==> config.mk <==
export PLATFORM = sky130hd
export DESIGN_NAME = i3c_standby_top
export DESIGN_NICKNAME = d
export VERILOG_FILES = /design/src/i3c_standby_pkg.sv /design/src/bus_edge_detect.sv /design/src/bus_timers.sv /design/src/target_reset_detector.sv /design/src/reset_action_ctrl.sv /design/src/i3c_standby_top.sv
export VERILOG_INCLUDE_DIRS = /design/src
export SDC_FILE = /design/constraint.sdc
export NUM_CORES = 1
export LEC_CHECK = 0
export BUFFER_PORTS_ARGS = -buffer_cell sky130_fd_sc_hd__buf_2
export CELL_PAD_IN_SITES_DETAIL_PLACEMENT = 1
export CELL_PAD_IN_SITES_GLOBAL_PLACEMENT = 1
export CORE_MARGIN = 2
export CORE_UTILIZATION = 44
export DETAILED_ROUTE_END_ITERATION = 6
export HOLD_SLACK_MARGIN = 0.1
export PLACE_DENSITY = 0.92
export SLEW_MARGIN = 0
export SYNTH_ARGS = -nofsm -noshare
export SYNTH_HDL_FRONTEND = slang
export SYNTH_SLANG_ARGS = --single-unit
==> constraint.sdc <==
create_clock -name clk_i -period 8.2 [get_ports clk_i]
set_clock_uncertainty 0.15 [all_clocks]
set_input_delay 0.41 -clock clk_i [delete_from_list [all_inputs] [get_ports clk_i]]
set_output_delay 0.41 -clock clk_i [all_outputs]
set_load 0.05 [all_outputs]
==> src/i3c_standby_params.svh <==
// Timer width, synchronizer depth and Target Reset Pattern length macros

`ifndef I3C_STANDBY_PARAMS_SVH
`define I3C_STANDBY_PARAMS_SVH

// Bus condition counter and threshold width
`define I3C_TIMER_W 20

// Flops per pin in the SCL/SDA synchronizers
`define I3C_SYNC_STAGES 2

// SDA transitions with SCL low that open a Target Reset Pattern
`define I3C_RST_PATTERN_EDGES 14

`endif

==> src/i3c_standby_pkg.sv <==
// Reset action codes and Target Reset Pattern detector states

`default_nettype none

package i3c_standby_pkg;

  // Defining byte of the RSTACT CCC
  typedef enum logic [7:0] {
    RstActNone   = 8'h00,
    RstActPeriph = 8'h01,
    RstActWhole  = 8'h02
  } rst_action_e;

  // Target Reset Pattern recognition
  typedef enum logic [1:0] {
    RpIdle,
    RpCount,
    RpWaitSr,
    RpWaitStop
  } rst_pat_state_e;

endpackage

`default_nettype wire

==> src/bus_edge_detect.sv <==
// SCL/SDA synchronizers with edge, START and STOP strobe generation

`timescale 1ns/1ps
`default_nettype none
`include "i3c_standby_params.svh"

module bus_edge_detect (
  input  logic clk_i,
  input  logic rst_ni,
  input  logic enable_i,
  input  logic scl_i,
  input  logic sda_i,
  output logic scl_high_o,
  output logic scl_posedge_o,
  output logic scl_negedge_o,
  output logic sda_posedge_o,
  output logic sda_negedge_o,
  output logic start_det_o,
  output logic stop_det_o
);

  localparam int unsigned SyncStages = `I3C_SYNC_STAGES;

  logic [SyncStages-1:0] scl_sync_q;
  logic [SyncStages-1:0] sda_sync_q;
  logic scl_s;
  logic sda_s;
  logic scl_q;
  logic sda_q;
  logic scl_rise;
  logic scl_fall;
  logic sda_rise;
  logic sda_fall;

  // Open-drain bus idles high, so no false edge out of reset
  always_ff @(posedge clk_i or negedge rst_ni) begin
    if (!rst_ni) begin
      scl_sync_q <= '1;
      sda_sync_q <= '1;
      scl_q      <= 1'b1;
      sda_q      <= 1'b1;
    end else begin
      scl_sync_q <= {scl_sync_q[SyncStages-2:0], scl_i};
      sda_sync_q <= {sda_sync_q[SyncStages-2:0], sda_i};
      scl_q      <= scl_s;
      sda_q      <= sda_s;
    end
  end

  assign scl_s = scl_sync_q[SyncStages-1];
  assign sda_s = sda_sync_q[SyncStages-1];

  assign scl_rise = scl_s & ~scl_q;
  assign scl_fall = ~scl_s & scl_q;
  assign sda_rise = sda_s & ~sda_q;
  assign sda_fall = ~sda_s & sda_q;

  // Strobes line up with the history flop, so scl_high_o matches them
  always_ff @(posedge clk_i or negedge rst_ni) begin
    if (!rst_ni) begin
      scl_posedge_o <= 1'b0;
      scl_negedge_o <= 1'b0;
      sda_posedge_o <= 1'b0;
      sda_negedge_o <= 1'b0;
      start_det_o   <= 1'b0;
      stop_det_o    <= 1'b0;
    end else begin
      scl_posedge_o <= enable_i & scl_rise;
      scl_negedge_o <= enable_i & scl_fall;
      sda_posedge_o <= enable_i & sda_rise;
      sda_negedge_o <= enable_i & sda_fall;
      start_det_o   <= enable_i & sda_fall & scl_q;
      stop_det_o    <= enable_i & sda_rise & scl_q;
    end
  end

  assign scl_high_o = scl_q;

  a_start_stop_excl : assert property (@(posedge clk_i) disable iff (!rst_ni)
    !(start_det_o && stop_det_o));

endmodule

`default_nettype wire

==> src/bus_timers.sv <==
// Bus busy flag and free, available and idle condition timers

`timescale 1ns/1ps
`default_nettype none
`include "i3c_standby_params.svh"

module bus_timers (
  input  logic                    clk_i,
  input  logic                    rst_ni,
  input  logic                    enable_i,
  input  logic                    start_det_i,
  input  logic                    stop_det_i,
  input  logic [`I3C_TIMER_W-1:0] t_bus_free_i,
  input  logic [`I3C_TIMER_W-1:0] t_bus_available_i,
  input  logic [`I3C_TIMER_W-1:0] t_bus_idle_i,
  output logic                    bus_busy_o,
  output logic                    bus_free_o,
  output logic                    bus_available_o,
  output logic                    bus_idle_o
);

  localparam int unsigned TimerW = `I3C_TIMER_W;

  logic [TimerW-1:0] cnt_q;
  logic [TimerW-1:0] cnt_d;
  logic busy_d;
  logic free_d;
  logic available_d;
  logic idle_d;

  // Cycles since the last STOP, saturating
  always_comb begin
    if (stop_det_i) begin
      cnt_d = '0;
    end else if (&cnt_q) begin
      cnt_d = cnt_q;
    end else begin
      cnt_d = cnt_q + 1'b1;
    end
  end

  always_comb begin
    busy_d = bus_busy_o;
    if (!enable_i) begin
      busy_d = 1'b0;
    end else if (start_det_i) begin
      busy_d = 1'b1;
    end else if (stop_det_i) begin
      busy_d = 1'b0;
    end
  end

  // Compare against next busy so levels drop together with the rise of busy
  assign free_d      = enable_i & ~busy_d & (cnt_d >= t_bus_free_i);
  assign available_d = enable_i & ~busy_d & (cnt_d >= t_bus_available_i);
  assign idle_d      = enable_i & ~busy_d & (cnt_d >= t_bus_idle_i);

  // Counter starts saturated so the bus reads free after reset
  always_ff @(posedge clk_i or negedge rst_ni) begin
    if (!rst_ni) begin
      cnt_q           <= '1;
      bus_busy_o      <= 1'b0;
      bus_free_o      <= 1'b0;
      bus_available_o <= 1'b0;
      bus_idle_o      <= 1'b0;
    end else begin
      cnt_q           <= cnt_d;
      bus_busy_o      <= busy_d;
      bus_free_o      <= free_d;
      bus_available_o <= available_d;
      bus_idle_o      <= idle_d;
    end
  end

  a_busy_excl : assert property (@(posedge clk_i) disable iff (!rst_ni)
    bus_busy_o |-> !(bus_free_o || bus_available_o || bus_idle_o));

endmodule

`default_nettype wire

==> src/target_reset_detector.sv <==
// Target Reset Pattern recognizer driven by bus edge strobes

`timescale 1ns/1ps
`default_nettype none
`include "i3c_standby_params.svh"

module target_reset_detector
  import i3c_standby_pkg::*;
(
  input  logic clk_i,
  input  logic rst_ni,
  input  logic scl_high_i,
  input  logic sda_posedge_i,
  input  logic sda_negedge_i,
  input  logic start_det_i,
  input  logic stop_det_i,
  output logic target_reset_det_o
);

  localparam int unsigned PatEdges = `I3C_RST_PATTERN_EDGES;
  localparam int unsigned CntW = $clog2(PatEdges + 1);

  rst_pat_state_e state_q;
  rst_pat_state_e state_d;
  logic [CntW-1:0] cnt_q;
  logic [CntW-1:0] cnt_d;
  logic det_d;
  logic sda_edge;
  logic low_edge;

  assign sda_edge = sda_posedge_i | sda_negedge_i;
  assign low_edge = sda_edge & ~scl_high_i;

  always_comb begin
    state_d = state_q;
    cnt_d   = cnt_q;
    det_d   = 1'b0;
    unique case (state_q)
      RpIdle: begin
        if (low_edge) begin
          state_d = RpCount;
          cnt_d   = CntW'(1);
        end
      end
      RpCount: begin
        // SCL released before the full toggle count
        if (scl_high_i) begin
          state_d = RpIdle;
        end else if (low_edge) begin
          cnt_d = cnt_q + 1'b1;
          if (cnt_q == CntW'(PatEdges - 1)) begin
            state_d = RpWaitSr;
          end
        end
      end
      RpWaitSr: begin
        if (start_det_i) begin
          state_d = RpWaitStop;
        end else if (sda_edge) begin
          state_d = RpIdle;
        end
      end
      RpWaitStop: begin
        if (stop_det_i) begin
          state_d = RpIdle;
          det_d   = 1'b1;
        end else if (sda_edge) begin
          state_d = RpIdle;
        end
      end
      default: begin
        state_d = RpIdle;
      end
    endcase
  end

  always_ff @(posedge clk_i or negedge rst_ni) begin
    if (!rst_ni) begin
      state_q            <= RpIdle;
      cnt_q              <= '0;
      target_reset_det_o <= 1'b0;
    end else begin
      state_q            <= state_d;
      cnt_q              <= cnt_d;
      target_reset_det_o <= det_d;
    end
  end

  a_det_single : assert property (@(posedge clk_i) disable iff (!rst_ni)
    target_reset_det_o |=> !target_reset_det_o);

endmodule

`default_nettype wire

==> src/reset_action_ctrl.sv <==
// Peripheral and escalated reset control from patterns and RSTACT codes

`timescale 1ns/1ps
`default_nettype none

module reset_action_ctrl
  import i3c_standby_pkg::*;
(
  input  logic        clk_i,
  input  logic        rst_ni,
  input  logic        target_reset_det_i,
  input  logic        start_det_i,
  input  rst_action_e rst_action_i,
  input  logic        rst_action_valid_i,
  input  logic        peripheral_reset_done_i,
  output logic        peripheral_reset_o,
  output logic        escalated_reset_o
);

  logic armed_q;
  logic escalate_q;
  logic start_pend_q;
  logic act_periph;
  logic act_whole;
  logic act_none;
  logic pattern_hit;
  logic periph_set;
  logic escal_set;
  logic escalate_clr;

  assign act_periph = rst_action_valid_i & (rst_action_i == RstActPeriph);
  assign act_whole  = rst_action_valid_i & (rst_action_i == RstActWhole);
  assign act_none   = rst_action_valid_i & (rst_action_i == RstActNone);

  // An armed RSTACT swallows the next pattern
  assign pattern_hit = target_reset_det_i & ~armed_q;

  assign periph_set = act_periph | (pattern_hit & ~escalate_q);
  assign escal_set  = act_whole | (pattern_hit & escalate_q);

  // The Sr inside a pattern is consumed by the pattern pulse, so only a
  // START that finds an earlier unconsumed START is an ordinary one
  assign escalate_clr = start_det_i & start_pend_q & ~peripheral_reset_o;

  always_ff @(posedge clk_i or negedge rst_ni) begin
    if (!rst_ni) begin
      armed_q      <= 1'b0;
      escalate_q   <= 1'b0;
      start_pend_q <= 1'b0;
    end else begin
      if (act_periph || act_whole) begin
        armed_q <= 1'b0;
      end else if (act_none) begin
        armed_q <= 1'b1;
      end else if (target_reset_det_i) begin
        armed_q <= 1'b0;
      end

      if (pattern_hit && !escalate_q) begin
        escalate_q <= 1'b1;
      end else if (escalate_clr) begin
        escalate_q <= 1'b0;
      end

      if (target_reset_det_i) begin
        start_pend_q <= 1'b0;
      end else if (start_det_i) begin
        start_pend_q <= 1'b1;
      end
    end
  end

  always_ff @(posedge clk_i or negedge rst_ni) begin
    if (!rst_ni) begin
      peripheral_reset_o <= 1'b0;
      escalated_reset_o  <= 1'b0;
    end else begin
      if (periph_set) begin
        peripheral_reset_o <= 1'b1;
      end else if (peripheral_reset_done_i) begin
        peripheral_reset_o <= 1'b0;
      end
      // Held until the next rst_ni
      if (escal_set) begin
        escalated_reset_o <= 1'b1;
      end
    end
  end

  a_escal_sticky : assert property (@(posedge clk_i) disable iff (!rst_ni)
    escalated_reset_o |=> escalated_reset_o);

endmodule

`default_nettype wire

==> src/i3c_standby_top.sv <==
// Standby target bus-condition and reset-handling top level

`timescale 1ns/1ps
`default_nettype none
`include "i3c_standby_params.svh"

module i3c_standby_top
  import i3c_standby_pkg::*;
(
  input  logic                    clk_i,
  input  logic                    rst_ni,
  input  logic                    enable_i,
  input  logic                    scl_i,
  input  logic                    sda_i,
  input  logic [`I3C_TIMER_W-1:0] t_bus_free_i,
  input  logic [`I3C_TIMER_W-1:0] t_bus_available_i,
  input  logic [`I3C_TIMER_W-1:0] t_bus_idle_i,
  input  rst_action_e             rst_action_i,
  input  logic                    rst_action_valid_i,
  input  logic                    peripheral_reset_done_i,
  output logic                    bus_busy_o,
  output logic                    bus_free_o,
  output logic                    bus_available_o,
  output logic                    bus_idle_o,
  output logic                    peripheral_reset_o,
  output logic                    escalated_reset_o
);

  logic scl_high;
  logic sda_posedge;
  logic sda_negedge;
  logic start_det;
  logic stop_det;
  logic target_reset_det;

  // SCL edge strobes have no consumer among the bus-condition blocks
  bus_edge_detect u_bus_edge_detect (
    .clk_i         (clk_i),
    .rst_ni        (rst_ni),
    .enable_i      (enable_i),
    .scl_i         (scl_i),
    .sda_i         (sda_i),
    .scl_high_o    (scl_high),
    .scl_posedge_o (),
    .scl_negedge_o (),
    .sda_posedge_o (sda_posedge),
    .sda_negedge_o (sda_negedge),
    .start_det_o   (start_det),
    .stop_det_o    (stop_det)
  );

  bus_timers u_bus_timers (
    .clk_i             (clk_i),
    .rst_ni            (rst_ni),
    .enable_i          (enable_i),
    .start_det_i       (start_det),
    .stop_det_i        (stop_det),
    .t_bus_free_i      (t_bus_free_i),
    .t_bus_available_i (t_bus_available_i),
    .t_bus_idle_i      (t_bus_idle_i),
    .bus_busy_o        (bus_busy_o),
    .bus_free_o        (bus_free_o),
    .bus_available_o   (bus_available_o),
    .bus_idle_o        (bus_idle_o)
  );

  target_reset_detector u_target_reset_detector (
    .clk_i              (clk_i),
    .rst_ni             (rst_ni),
    .scl_high_i         (scl_high),
    .sda_posedge_i      (sda_posedge),
    .sda_negedge_i      (sda_negedge),
    .start_det_i        (start_det),
    .stop_det_i         (stop_det),
    .target_reset_det_o (target_reset_det)
  );

  reset_action_ctrl u_reset_action_ctrl (
    .clk_i                   (clk_i),
    .rst_ni                  (rst_ni),
    .target_reset_det_i      (target_reset_det),
    .start_det_i             (start_det),
    .rst_action_i            (rst_action_i),
    .rst_action_valid_i      (rst_action_valid_i),
    .peripheral_reset_done_i (peripheral_reset_done_i),
    .peripheral_reset_o      (peripheral_reset_o),
    .escalated_reset_o       (escalated_reset_o)
  );

endmodule

`default_nettype wire

After elaboration in Yosys (flattened, before gate mapping):

Cells that the tools add are included.

* flip-flop bits (word level): 46
* bits of input ports: 75
* output and inout bits: 6
* word-level logic and storage cells: 107

* $add $sub $neg: 2
* order comparisons: 3
* eq/ne operators: 11
* muxes and demuxes: 28
* bitwise logic cells: 29
* reductions and logical operators: 13

Operators by type and width (count)
* >= comparator 20 bit: 3
* 2-to-1 mux 20 bit: 2
* adder 20 x 1 -> 20 bit (second input constant): 1
* AND reduction 20 bit: 1
* bitwise AND 1 bit: 19
* 2-to-1 mux 1 bit: 14
* 2-to-1 mux 2 bit: 7
* 2-to-1 mux 4 bit: 3
* equality test 8 x 1 -> 1 bit (second input constant): 1
* equality test 8 x 2 -> 1 bit (second input constant): 1
* logical NOT 8 bit: 1
* case mux 2 bit (4 select lines): 1
* case mux 4 bit (2 select lines): 1
* nonzero test 2 bit: 4
* inverter 1 bit: 7
* inequality test 3 x 2 -> 1 bit (second input constant): 2
* adder 4 x 1 -> 4 bit (second input constant): 1
* equality test 2 bit (second input constant): 2
* equality test 4 bit (second input constant): 1
* inequality test 2 x 1 -> 1 bit (second input constant): 2
* AND reduction 4 bit: 1
* bitwise OR 1 bit: 3
* AND reduction 3 bit: 1
* nonzero test 3 bit: 1
* other kinds (6): 6

Logic depth before layout (Yosys ltp):

Gate-level depths: netlist (run 1).

* depth after elaboration: 6
* depth in mapped cells: 14
* mapped depth without buffers: 12

Modules after synthesis:

From an unflattened synthesis (run 1), not the netlist that was laid out.

* cells, all modules: 395
* area, all modules: 3717.3 um^2

By module, submodules not included
* bus_timers: times used 1, cells each 315, area each 2686.3 um^2, sequential area each 625.6 um^2
* target_reset_detector: times used 1, cells each 39, area each 407.9 um^2, sequential area each 175.2 um^2
* bus_edge_detect: times used 1, cells each 18, area each 367.9 um^2, sequential area each 307.8 um^2
* reset_action_ctrl: times used 1, cells each 23, area each 255.2 um^2, sequential area each 125.1 um^2

Least setup slack after synthesis (run 1):

Ideal clock, no wire load.

* kind: flip-flop to flip-flop
* from: register u_bus_timers.cnt_q[0]
* to: register u_bus_timers.bus_available_o
* setup time: 132 ps
* data arrival time: 2684 ps
* data required time: 7918 ps
* slack: 5234 ps
* cell stages (with the launch flop): 14
* buffers on the path: 2
* period minus slack after synthesis: 2966 ps
* cell sequence: dfstp_2 -> ha_1 -> and3_1 -> buf_4 -> and4_1 -> buf_4 -> nand2_4 -> a31oi_1 -> ha_1 -> a211o_1 -> a31oi_1 -> o221ai_1 -> a21oi_1 -> o22ai_1

* longest elaborated chain between the ends: 5
* elaborated cells between the ends (all ways): 6
* those cells by class: 1 x add/sub; 1 x order compare; 2 x mux; 1 x bitwise; 1 x reduce/logical

Ends and longest elaborated chain
* start: declaration: line bus_timers.sv:24 `logic [TimerW-1:0] cnt_q;`
* start signal: assignment: line bus_timers.sv:67 `cnt_q <= cnt_d;`
* adder 20 x 1 -> 20 bit / AND reduction 20 bit (equally long branches): line bus_timers.sv:38, bus_timers.sv:35
* 2-to-1 mux 20 bit (*): line bus_timers.sv:35 `end else if (&cnt_q) begin`
* 2-to-1 mux 20 bit (*): line bus_timers.sv:33 `if (stop_det_i) begin`
* net u_bus_timers.cnt_d[2]: line bus_timers.sv:25 `logic [TimerW-1:0] cnt_d;`
* >= comparator 20 bit (*): line bus_timers.sv:55 `assign available_d = enable_i & ~busy_d & (cnt_d >= t_bus_available_i);`
* bitwise AND 1 bit (*): line bus_timers.sv:55
* net u_bus_timers.available_d: line bus_timers.sv:28 `logic available_d;`
* end signal: assignment: line bus_timers.sv:70 `bus_available_o <= available_d;`
* end: declaration: line bus_timers.sv:18 `output logic bus_available_o,`

The timed path passes the listed nets; every way through them passes the cells marked *.
A chain may end at the register's enable or synchronous reset.

Final worst setup path (run 1):

Ends and elaborated chain as after synthesis.

==> results of run 1 <==
-- worst min path at each step --
| stage | from | to | slack [ps] | cells past startpoint |
|---|---|---|---|---|
| floorplan | rst_ni | u_bus_edge_detect.sda_negedge_o | -40 | 0 |
| global placement | u_bus_edge_detect.sda_sync_q[0] | u_bus_edge_detect.sda_sync_q[1] | 200 | 0 |
| detailed placement | u_bus_edge_detect.scl_sync_q[0] | u_bus_edge_detect.scl_sync_q[1] | 200 | 0 |
| CTS | rst_ni | u_bus_timers.bus_busy_o | 150 | 1 |
| global route | rst_ni | u_bus_timers.bus_busy_o | 170 | 1 |
| finish | rst_ni | u_bus_edge_detect.start_det_o | 120 | 1 |
-- power by group --
part           internal (uW)  switching, uW  total (uW)
logic                    104            139         243
clock network           68.8           75.3         144
registers                269           34.3         304
-- worst register-to-register path, cell delays in order (launching register included) --
cell      delay, ps
dfstp_2         570
ha_1            200
and3_1          310
and4_1          470
nand2_4         140
a31oi_1         390
ha_1            330
a211o_1         290
a31oi_1         220
o221ai_1        220
a21oi_1         260
o22ai_1         110
-- what timing repair did --
item | 4_1_cts | 5_1_grt
setup buffers | 0 | 0
hold buffers | 2 | 0
hold endpoints to repair | 2 | 0
-- through the flow --
stage | util (%) | total power [uW] | hold slack, ps | std cells
2_1_floorplan | - | 458 | -35.6 | 398
3_3_place_gp | 52.0 | 518 | 195 | 575
3_5_place_dp | 52.0 | 543 | 199 | 575
4_1_cts | 53.4 | 695 | 148 | 585
5_1_grt | 53.4 | 741 | 172 | 585
6_report | 53.4 | 690 | 118 | 585
-- state kept, by name, summed over array words and instances (netlist names), 2 cells and up --
signal / count
u_bus_edge_detect.scl_sync_q: 2
u_target_reset_detector.cnt_q: 4
u_target_reset_detector.state_q: 2
u_bus_edge_detect.sda_sync_q: 2
u_bus_timers.cnt_q: 20
-- synth_stat cells, drive strengths merged (2+ instances only) --
master | instances | area, um^2
nand2 | 37 | 146
dfstp | 26 | 683
nand4 | 9 | 62.6
inv | 63 | 236
nor3 | 7 | 40.0
o221ai | 4 | 35.0
nand2b | 4 | 25.0
and4 | 5 | 46.3
mux2i | 3 | 30.0
o31ai | 2 | 15.0
a21o | 3 | 22.5
a21oi | 36 | 180
and2 | 4 | 25.0
buf | 4 | 27.5
and3 | 2 | 12.5
a31oi | 7 | 43.8
xnor2 | 6 | 52.6
o22ai | 5 | 31.3
dfrtp | 20 | 500
ha | 63 | 788
o2111ai | 3 | 32.5
a211o | 3 | 26.3
nor2 | 28 | 105
o21ai | 11 | 55.1
or3 | 7 | 43.8
xor2 | 7 | 61.3
a211oi | 3 | 22.5
nand3 | 15 | 80.1
-- routing by layer --
layer  global-route usage (%)  up-vias  part of all wire (%)
met5                        0        -                     0
met4                     8.21        0                   2.4
met3                     4.19       23                   4.6
met2                     43.3       85                    54
met1                     25.2     1537                    39
li1                         -     1559                     -
-- final cells by class --
type / instances / share of cell area [%]
multi-input combinational: 284 / 50.2
sequential: 46 / 28.7
inverter: 63 / 5.73
tap: 102 / 3.09
timing repair buffer: 82 / 10.2
clock buffer: 8 / 2.18
-- logic make-up (layout without fill, tap and decap cells) --
group,after synthesis,in the layout,synth area share (%)
xor+xnor,13,13,3.23
simple gates,123,123,17.8
buf+inv,68,153,7.60
flops,46,46,33.6
mux,4,4,1.17
compound gates,81,81,14.2
fa+ha+maj,63,63,22.4
==> run metrics, run 1 <==
status completed; post-cts resize count 0; clock latency on the worst-skew pair 310 ps; gr usage total 22.9%; fin area 4130 um^2; number of synthesized flops with an enable pin 0; CP Data Arrival Time 3810 ps; most frequent cells in the layout buf_2, ha_1, inv_1; vias in the first global route 3474; R2R depth 11; GPL Wtd Cong 0.838; post-route ant nets 0; max cap viols 0; global-route wire length before repair 15800 um; Fin Setup TNS 0 ps; fin. max-slew vios 0; Final Hold Viols 0; core area 7730 um^2; commonest non-fill, non-tap cell in the layout buf_2; max incr delay on CP 570 ps; detailed placement HPWL 7530 um; fin crit share 46.0%; Initial Utilization 45.6%; Iter 0 DRT Violations 128; total area of sequential cells 1180 um^2; largest net degree at the start of global routing 47; Levels on crit path 11; worst-margin pin slew 994 ps; synthesized area per cell 8.85 um^2; Placement Setup Slack 4500 ps; Crit path required time 8230 ps; Routed WL per cell 16.0 um; Pre-antenna DRT Iters 4; setup ws final 4430 ps; Port Buffers 80; Worst-path clk slew 90 ps; Multi-input gate area 2070 um^2; vias 3204; PwrDens 167 nW/um^2; ys flop type dfstp_2; worst path cell trace ha_1 > and3_1 > and4_1 > nand2_4 > a31oi_1 > ha_1 > a211o_1 > a31oi_1 > o221ai_1 > a21oi_1 > o22ai_1; Antenna diodes 0; Distinct cells, synth 48; filler cell count 953; register area share after synthesis 33.6%; Congestion Overflow GR 0; RSZ-0062 raised after global routing false; H-tree Lvls 2; CP max-delay cell dfstp_2; Post-synth ARST share 100%; layout cells sized above 1 25.3%; Netlist Area Pre-Place 3520 um^2; Setup crit start u_bus_timers.cnt_q[0]; CP Capture Point u_bus_timers.bus_available_o; CTS tree built; width of the die 93.5 um; IO Count 81; Leakage 0.00222 uW; Final min period 3770 ps; critical path fanouts, max 8; CP Launch Type flip-flop; slew margin rel. 33.7%; initial antenna violation count 0; RR Endpoint u_bus_timers.bus_available_o; drt via density 5.48; DRC Markers 0; Hold Path Class in2async; Crit path buffers/inverters 0; clock buffer count from CTS 5; post-synthesis net count 536; CP top delay family compound AO/OA/AOI/OAI gates; CP endpoint kind flip-flop; Detailed Route WL 9360 um; Critical R2R Launch u_bus_timers.cnt_q[0]; YS warnings 0; Worst VDD drop 70.7 uV; Area Growth Syn to Fin 17.2%; Final nets 620; Max Fclk 265 MHz; Crit Path Category reg2reg; die area 8740 um^2; chip height 93.5 um; Setup Viol. Count Final 0; CTS max path bufs 2; Reg2Reg Setup Slack 4430 ps; DP Area 4020 um^2; placement row count 32; Clock Root Buffer clkbuf_8; #FFs+latches synth 46; CTS sink count 46; Synth Instances 398
Note: power is estimated with default switching activity, not from simulation.
==> run 2: changes to the inputs <==
--- a/config.mk
+++ b/config.mk
@@ -10,10 +10,10 @@
 export CELL_PAD_IN_SITES_DETAIL_PLACEMENT = 1
 export CELL_PAD_IN_SITES_GLOBAL_PLACEMENT = 1
 export CORE_MARGIN = 2
-export CORE_UTILIZATION = 44
+export CORE_UTILIZATION = 41
 export DETAILED_ROUTE_END_ITERATION = 6
 export HOLD_SLACK_MARGIN = 0.1
-export PLACE_DENSITY = 0.92
+export PLACE_DENSITY = 0.87
 export SLEW_MARGIN = 0
 export SYNTH_ARGS = -nofsm -noshare
 export SYNTH_HDL_FRONTEND = slang
==> constraint.sdc (replaced) <==
create_clock -name clk_i -period 3.8 [get_ports clk_i]
set_clock_uncertainty 0.15 [all_clocks]
set_input_delay 0.19 -clock clk_i [delete_from_list [all_inputs] [get_ports clk_i]]
set_output_delay 0.19 -clock clk_i [all_outputs]
set_load 0.05 [all_outputs]
==> run metrics, run 2 (same netlist as run 1, synthesis figures left out) <==
die area 9350 um^2; placement row count 33; Iter 0 DRT Violations 95; fin. max-slew vios 0; DP Area 4030 um^2; Detailed Route WL 9190 um; Worst-path clk slew 90 ps; Final Hold Viols 0; Area Growth Syn to Fin 19.4%; filler cell count 1023; Congestion Overflow GR 0; Final min period 3530 ps; DRC Markers 0; commonest non-fill, non-tap cell in the layout buf_2; fin area 4210 um^2; GPL Wtd Cong 0.819; max cap viols 0; H-tree Lvls 2; CP endpoint kind flip-flop; fin crit share 92.9%; PwrDens 354 nW/um^2; Fin Setup TNS 0 ps; core area 8260 um^2; global-route wire length before repair 15700 um; status completed; setup bufs post-CTS 0; CP Data Arrival Time 3560 ps; clock latency on the worst-skew pair 310 ps; Worst VDD drop 132 uV; width of the die 96.7 um; RSZ-0062 raised after global routing false; IO Count 81; initial antenna violation count 0; total area of sequential cells 1180 um^2; Max Fclk 283 MHz; post-route ant nets 0; Crit path required time 3830 ps; slew margin rel. 33.0%; CTS tree built; max reg flops 20; Crit Path Category reg2reg; layout cells sized above 1 25.3%; critical path fanouts, max 8; vias 3187; Routed WL per cell 15.4 um; chip height 96.7 um; Antenna diodes 0; Leakage 0.00226 uW; detailed placement HPWL 7380 um; Final nets 627; largest net degree at the start of global routing 47; Setup Viol. Count Final 0; Top Registers u_bus_timers.cnt_q: 20 flops, u_target_reset_detector.cnt_q: 4 flops; Port Buffers 80; clock buffer count from CTS 5; Largest Register u_bus_timers.cnt_q; worst-margin pin slew 1000 ps; Multi-input gate area 2070 um^2; CTS max path bufs 2; most frequent cells in the layout buf_2, ha_1, inv_1; Hold Path Class in2reg; Pre-antenna DRT Iters 4; Clock Root Buffer clkbuf_8; vias in the first global route 3450; drt via density 5.36; Initial Utilization 42.7%; CP Launch Type flip-flop; gr usage total 20.1%; CTS sink count 46
-- run 2: cell types whose count changed in the layout (fill, tap and decap cells not counted), sizes merged --
cell / delta
dlygate4sd3: +6
buf: +1
clkbuf: -1
inv: +1
-- run 2: final timing paths --
path | start | to | slack (ps) | cells after the start
worst min-delay path | rst_action_i[4] | u_reset_action_ctrl.escalated_reset_o | 120 | 4
worst max register to register | u_bus_timers.cnt_q[0] | u_bus_timers.bus_free_o | 270 | 11
max in group asynchronous | rst_ni | u_reset_action_ctrl.escalated_reset_o | 2440 | 2
worst max-delay path | u_bus_timers.cnt_q[0] | u_bus_timers.bus_free_o | 270 | 11
min in group asynchronous | rst_ni | u_target_reset_detector.cnt_q[2] | 440 | 2
worst min register to register | u_bus_edge_detect.sda_sync_q[0] | u_bus_edge_detect.sda_sync_q[1] | 210 | 0
-- run 2: layout make-up --
class,instances,area share [%]
tap,105,3.12
inverter,63,5.62
timing repair buffer,89,11.6
clock inverter,1,0.208
clock buffer,7,2.05
sequential,46,28.1
multi-input combinational,284,49.2
-- run 2: repair_timing --
action,4_1_cts,5_1_grt
gates resized for setup,0,0
hold buffers,8,0
hold endpoints to repair,28,0
-- run 2: critical path, cell delays in order, from the launching register on --
cell and delay, ps:
dfstp_2 570, ha_1 190, and3_1 290, and4_1 470, nand2_4 130, a31oi_1 390
ha_1 330, a211o_1 260, a31oi_1 160, o221ai_1 180, a21oi_1 180, o22ai_1 100
-- run 2: layer usage --
metal	track usage [%]	wire length, um	vias up
met5	0	0	-
met4	7.26	223	0
met3	1.73	265	17
met2	37.2	4790	62
met1	24.3	3910	1536
li1	-	-	1572
-- run 2: where the power goes --
group / leakage, uW / internal, uW / switching [uW]
sequential: 0.000522 / 581 / 70.3
clock: 0.0000489 / 150 / 169
combinational: 0.00169 / 232 / 288
total: 0.00226 / 963 / 527
-- run 2: through the flow --
step	utilization [%]	std cells	hold WS, ps	total power [uW]	worst slack [ps]
finish	50.9	595	120	1490	271
global route	50.9	595	127	1620	2.11
CTS	50.9	595	116	1500	318
detailed placement	48.8	579	150	1180	329
global placement	48.8	579	147	1110	429
floorplan	-	398	-256	989	834
